## src/hdl/core_pkg.sv

```systemverilog
package core_pkg;

    // machine shape
    localparam int NUM_LANES    = 2;
    localparam int QUEUE_DEPTH  = 4;
    localparam int LANE_CREDITS = 2;
    localparam int NUM_REGS     = 32;
    localparam int NUM_RD_PORTS = 4;

    // derived widths
    localparam int QPTR_W     = $clog2(QUEUE_DEPTH);
    localparam int FIFO_PTR_W = $clog2(LANE_CREDITS);
    localparam int CREDIT_W   = $clog2(LANE_CREDITS + 1);

    typedef logic [31:0] word_t;
    typedef logic [31:0] instr_t;
    typedef logic [4:0]  reg_addr_t;

    // program-order tag, wraps
    typedef logic [3:0]  seq_t;

    typedef enum logic [3:0] {
        ALU_ADD,
        ALU_SUB,
        ALU_AND,
        ALU_OR,
        ALU_XOR,
        ALU_SLT,
        ALU_SLL,
        ALU_LUI,
        ALU_NOP
    } alu_op_t;

    // primary opcode field, instr[31:26]
    typedef enum logic [5:0] {
        OP_SPECIAL = 6'h00,
        OP_ADDIU   = 6'h09,
        OP_ORI     = 6'h0d,
        OP_LUI     = 6'h0f
    } opcode_t;

    // funct field of SPECIAL, instr[5:0]
    typedef enum logic [5:0] {
        FN_SLL  = 6'h00,
        FN_ADDU = 6'h21,
        FN_SUBU = 6'h23,
        FN_AND  = 6'h24,
        FN_OR   = 6'h25,
        FN_XOR  = 6'h26,
        FN_SLT  = 6'h2a
    } funct_t;

endpackage

```

## src/hdl/retire_unit.sv

```systemverilog
`timescale 1ns/100ps

module retire_unit
    import core_pkg::*;
(
    input  logic                 clk,
    input  logic                 resetn,
    input  logic [NUM_LANES-1:0] res_valid,
    input  word_t                res_value [NUM_LANES],
    input  reg_addr_t            res_rd [NUM_LANES],
    input  seq_t                 res_seq [NUM_LANES],
    output logic [NUM_LANES-1:0] lane_credit,
    output logic                 wr_en,
    output reg_addr_t            wr_addr,
    output word_t                wr_data,
    output logic                 retire_valid,
    output reg_addr_t            retire_rd,
    output word_t                retire_value
);

    word_t                 fifo_value [NUM_LANES][LANE_CREDITS];
    reg_addr_t             fifo_rd [NUM_LANES][LANE_CREDITS];
    seq_t                  fifo_seq [NUM_LANES][LANE_CREDITS];
    logic [FIFO_PTR_W-1:0] rd_ptr [NUM_LANES];
    logic [FIFO_PTR_W-1:0] wr_ptr [NUM_LANES];
    logic [CREDIT_W-1:0]   fifo_cnt [NUM_LANES];
    seq_t                  exp_seq;

    logic [NUM_LANES-1:0]  head_hit;
    logic [NUM_LANES-1:0]  pop;

    // pick the lane whose head is next in program order
    always_comb begin
        pop          = '0;
        retire_rd    = '0;
        retire_value = '0;
        for (int i = 0; i < NUM_LANES; i++) begin
            head_hit[i] = fifo_cnt[i] != '0 && fifo_seq[i][rd_ptr[i]] == exp_seq;
            if (head_hit[i] && pop == '0) begin
                pop[i]       = 1'b1;
                retire_rd    = fifo_rd[i][rd_ptr[i]];
                retire_value = fifo_value[i][rd_ptr[i]];
            end
        end
    end

    assign retire_valid = |pop;
    assign lane_credit  = pop;

    // r0 is never written
    assign wr_en   = retire_valid && retire_rd != '0;
    assign wr_addr = retire_rd;
    assign wr_data = retire_value;

    always_ff @(posedge clk) begin
        for (int i = 0; i < NUM_LANES; i++) begin
            if (res_valid[i]) begin
                fifo_value[i][wr_ptr[i]] <= res_value[i];
                fifo_rd[i][wr_ptr[i]]    <= res_rd[i];
                fifo_seq[i][wr_ptr[i]]   <= res_seq[i];
            end
        end
    end

    always_ff @(posedge clk) begin
        if (resetn) begin
            exp_seq <= '0;
            for (int i = 0; i < NUM_LANES; i++) begin
                rd_ptr[i]   <= '0;
                wr_ptr[i]   <= '0;
                fifo_cnt[i] <= '0;
            end
        end else begin
            exp_seq <= exp_seq + seq_t'(retire_valid);
            for (int i = 0; i < NUM_LANES; i++) begin
                rd_ptr[i]   <= rd_ptr[i] + FIFO_PTR_W'(pop[i]);
                wr_ptr[i]   <= wr_ptr[i] + FIFO_PTR_W'(res_valid[i]);
                fifo_cnt[i] <= fifo_cnt[i] + CREDIT_W'(res_valid[i]) - CREDIT_W'(pop[i]);
            end
        end
    end

    // issue credits bound what a lane can hand over
    for (genvar i = 0; i < NUM_LANES; i++) begin : g_fifo_chk
        assert property (@(posedge clk) disable iff (resetn)
            res_valid[i] |-> fifo_cnt[i] < LANE_CREDITS);
    end

    // tags are unique among everything in flight
    assert property (@(posedge clk) disable iff (resetn) $onehot0(head_hit));

endmodule

```

## config.mk

```make
export PLATFORM = sky130hd
export DESIGN_NAME = retire_unit
export DESIGN_NICKNAME = d
export VERILOG_FILES = /design/src/hdl/core_pkg.sv /design/src/hdl/retire_unit.sv
export SDC_FILE = /design/constraint.sdc
export NUM_CORES = 1
export LEC_CHECK = 0
export ABC_AREA = 1
export BUFFER_PORTS_ARGS = -buffer_cell sky130_fd_sc_hd__buf_4
export CAP_MARGIN = 20
export CORE_UTILIZATION = 25
export CTS_BUF_LIST = sky130_fd_sc_hd__clkbuf_2 sky130_fd_sc_hd__clkbuf_4 sky130_fd_sc_hd__clkbuf_8
export CTS_CLUSTER_SIZE = 10
export DETAILED_ROUTE_END_ITERATION = 16
export PLACE_DENSITY_LB_ADDON = 0.25
export SLEW_MARGIN = 20
export SYNTH_ARGS = -nofsm -noshare
export SYNTH_HDL_FRONTEND = slang
export SYNTH_SLANG_ARGS = --single-unit
```

## constraint.sdc

```tcl
create_clock -name clk -period 2.6 [get_ports clk]
set_input_delay 0.26 -clock clk [delete_from_list [all_inputs] [get_ports clk]]
set_output_delay 0.26 -clock clk [all_outputs]
set_load 0.1 [all_outputs]
```

==> metrics <==
number of synthesized flops with an enable pin=164; Synth top area share=0.660; ratio of cells with drive above 1 in the final layout=0.370; TritonRoute pass-1 iters=4; Core Area=29000 sq um; worst-case clock buffer depth=2; clock skew=0.0122 ns; Layout Area Growth over Synthesis=58.1%; count leader, synth=nand2_1; max cap viols=0; port bufs=163; Hold Crit Endpoint=wr_ptr[0][1]; Final Cycle Share=1.01; slowest cell delay on critical path=0.39 ns; largest net degree at the start of global routing=33; clock sink total=176; sequential fraction of the synthesis area=0.692; crit path max fanout=7; vias per cell=4.13; CTS Buf Count=17; Initial DRC Count=247; failing checks=setup timing; leak pwr=4.68 nW; die height=175 um; Post-route DRC=0; row count=62; Antenna Violating Nets Remaining=0; power per cell area=550 nW/um^2; hold_ws=0.0707 ns; RSZ-0062 raised after global routing=yes; H-tree levels=4; R2R cell count=14; worst-skew pair later-pin latency=0.45 ns; mapped cell area=7460 sq um; Yosys reg bits=176; Final setup violation count=14; Data required, critical path=2.34 ns; via count=5196; Cell Chain, Critical Path=inv_6 -> nand2_2 -> nand2_2 -> xor2_2 -> nand3_4 -> buf_12 -> buf_16 -> buf_12 -> o31ai_4 -> buf_8; post-synthesis simple-gate area fraction=0.164; dpl cells=1124; Setup Total Neg Slack=-0.148 ns; Setup crit start kind=flop; area leader, netlist=edfxtp_1; Syn Area/Cell=12.0 sq um; CTS tree=done; Finished Core Util=0.407; synth top area cells=edfxtp_1, nand2_1, nor2_1, buf_4, dfxtp_1; critical path data arrival time=2.36 ns; Die Wd=175 um; Main synth FF type=edfxtp_1; slew margin rel.=0.609; Period minus WS final=2.62 ns; worst slew pin tran=0.586 ns; I/O pins=164; critical path type=reg -> out; Post-Route WL=20.2 mm; Final Slew Violations=0; sum of buffers and inverters on the critical path=5; status=complete, but fails checks; synth unique cells=29; final cell count without fillers=1259; CP Capture Type=primary output; Hold Fails Final Rpt=0; die area=30600 sq um; GRT Resource Usage Total=0.138; RR Endpoint=fifo_cnt[0][1]; Worst Hold Class=in -> reg; Compound-Gate Fraction of Synth Area=0.0499; min-delay src=resetn; Post-Synth XOR/XNOR Area=0.00469; mux cell area share after synthesis=0.00134; dpl hpwl=12.6 mm; Hold Crit Depth=2; number of global-route vias before repair=5454; FF-to-FF Start=rd_ptr[0][0]; GRT Residual Overflow=0; Commonest cells post-synth=nand2_1, edfxtp_1, nor2_1; cells after synthesis=621; R2R setup slack=0.26 ns; first-pass GRT wire length=31.0 mm; clock-pin slew on the worst setup and hold paths=0.09 ns; Yosys warning total=0; initial antenna violation count=2; FFs w/ async S/R, synth=0; Worst VDD drop=251 uV; fin worst setup slack=-0.0239 ns; nets=956; CP delay by family, top=buffers and inverters; post-synthesis adder-cell area fraction=0.0168; Initial Utilization=0.257; clk root buf=clkbuf_8; Fmax=0.381 GHz; routed length per placed instance=16.1 um; RePlAce Congestion=0.747; Slowest cell on crit path=dfxtp_4; largest family of logic cells by synthesized area=simple AND/OR/NAND/NOR gates; syn_nets=717
==> cells by family after synthesis <==
kind of cell,Yosys count
buffers and inverters,85
adder cells (fa/ha/maj),10
flip-flops,176
XOR/XNOR,4
AND/OR/NAND/NOR,305
multiplexers,1
AO/OA/AOI/OAI,40
==> metrics by stage <==
step	setup slack [ns]	power (mW)	cell area, sq um
6_report	-0.0239	6.49	11800
5_1_grt	-0.180	6.78	11800
4_1_cts	-0.0707	6.51	11300
3_5_place_dp	0.125	4.44	9350
3_3_place_gp	0.172	4.44	9350
2_1_floorplan	-0.427	4.17	8130
==> report_power, final <==
part / switching, mW / leakage [nW] / internal [mW]
Sequential: 0.0433 / 1.64 / 3.28
Clock: 1.13 / 0.191 / 0.711
Combinational: 0.836 / 2.85 / 0.493
Total: 2.00 / 4.68 / 4.49
==> worst max path at each step <==
| stage | cells past startpoint | start | end | slack (ns) |
|---|---|---|---|---|
| after CTS | 12 | rd_ptr[0][0] | wr_data[18] | -0.07 |
| after global placement | 16 | rd_ptr[0][1] | fifo_cnt[0][3] | 0.17 |
| after detailed placement | 16 | rd_ptr[0][1] | fifo_cnt[0][3] | 0.13 |
| after floorplan | 10 | rd_ptr[0][0] | wr_data[11] | -0.43 |
| after global routing | 14 | fifo_seq[0][10] | wr_en | -0.18 |
| final | 10 | rd_ptr[0][0] | retire_value[11] | -0.02 |
==> what timing repair did <==
item                                   CTS  global route
resized for setup                      141           107
pin swaps                                5             8
gates cloned                             3             1
hold buffers                            82             0
setup buffers                           10             5
endpoints found under the hold margin  164             0
setup endpoints to repair               76            76
==> routing by layer <==
metal  vias up  global-route usage  share of wire  wire, um
li1       2548                   -              -         -
met1      2520               0.172           0.44      8990
met2       121               0.240           0.51     10300
met3         7              0.0296          0.040       811
met4         0              0.0348         0.0056       113
met5         -                   0              0         0
==> cell usage in the layout (no fill, tap or decap), drive strengths merged <==
cell / instances
a21o: 1
a21oi: 5
buf: 198
clkbuf: 18
clkinv: 8
clkinvlp: 2
dfxtp: 12
diode: 2
dlygate4sd3: 82
edfxtp: 164
ha: 10
inv: 29
mux2i: 1
nand2: 205
nand3: 14
nor2: 81
nor3b: 2
o21ai: 2
o31ai: 32
or2: 3
xnor2: 1
xor2: 3
==> registers in the layout, indices dropped and copies added (netlist names) <==
name	cells
rd_ptr	2
fifo_rd	20
wr_ptr	2
fifo_value	128
exp_seq	4
fifo_seq	16
fifo_cnt	4
==> layout make-up <==
class	count	area, sq um
sequential	176	5170
fill	2760	17200
antenna	2	5.00
timing repair buffer	281	3270
tap	384	480
clock inverter	15	143
clock buffer	17	234
inverter	22	106
timing repair inverter	2	27.5
multi-input combinational	360	2360
Note: power is estimated with default switching activity, not from simulation.
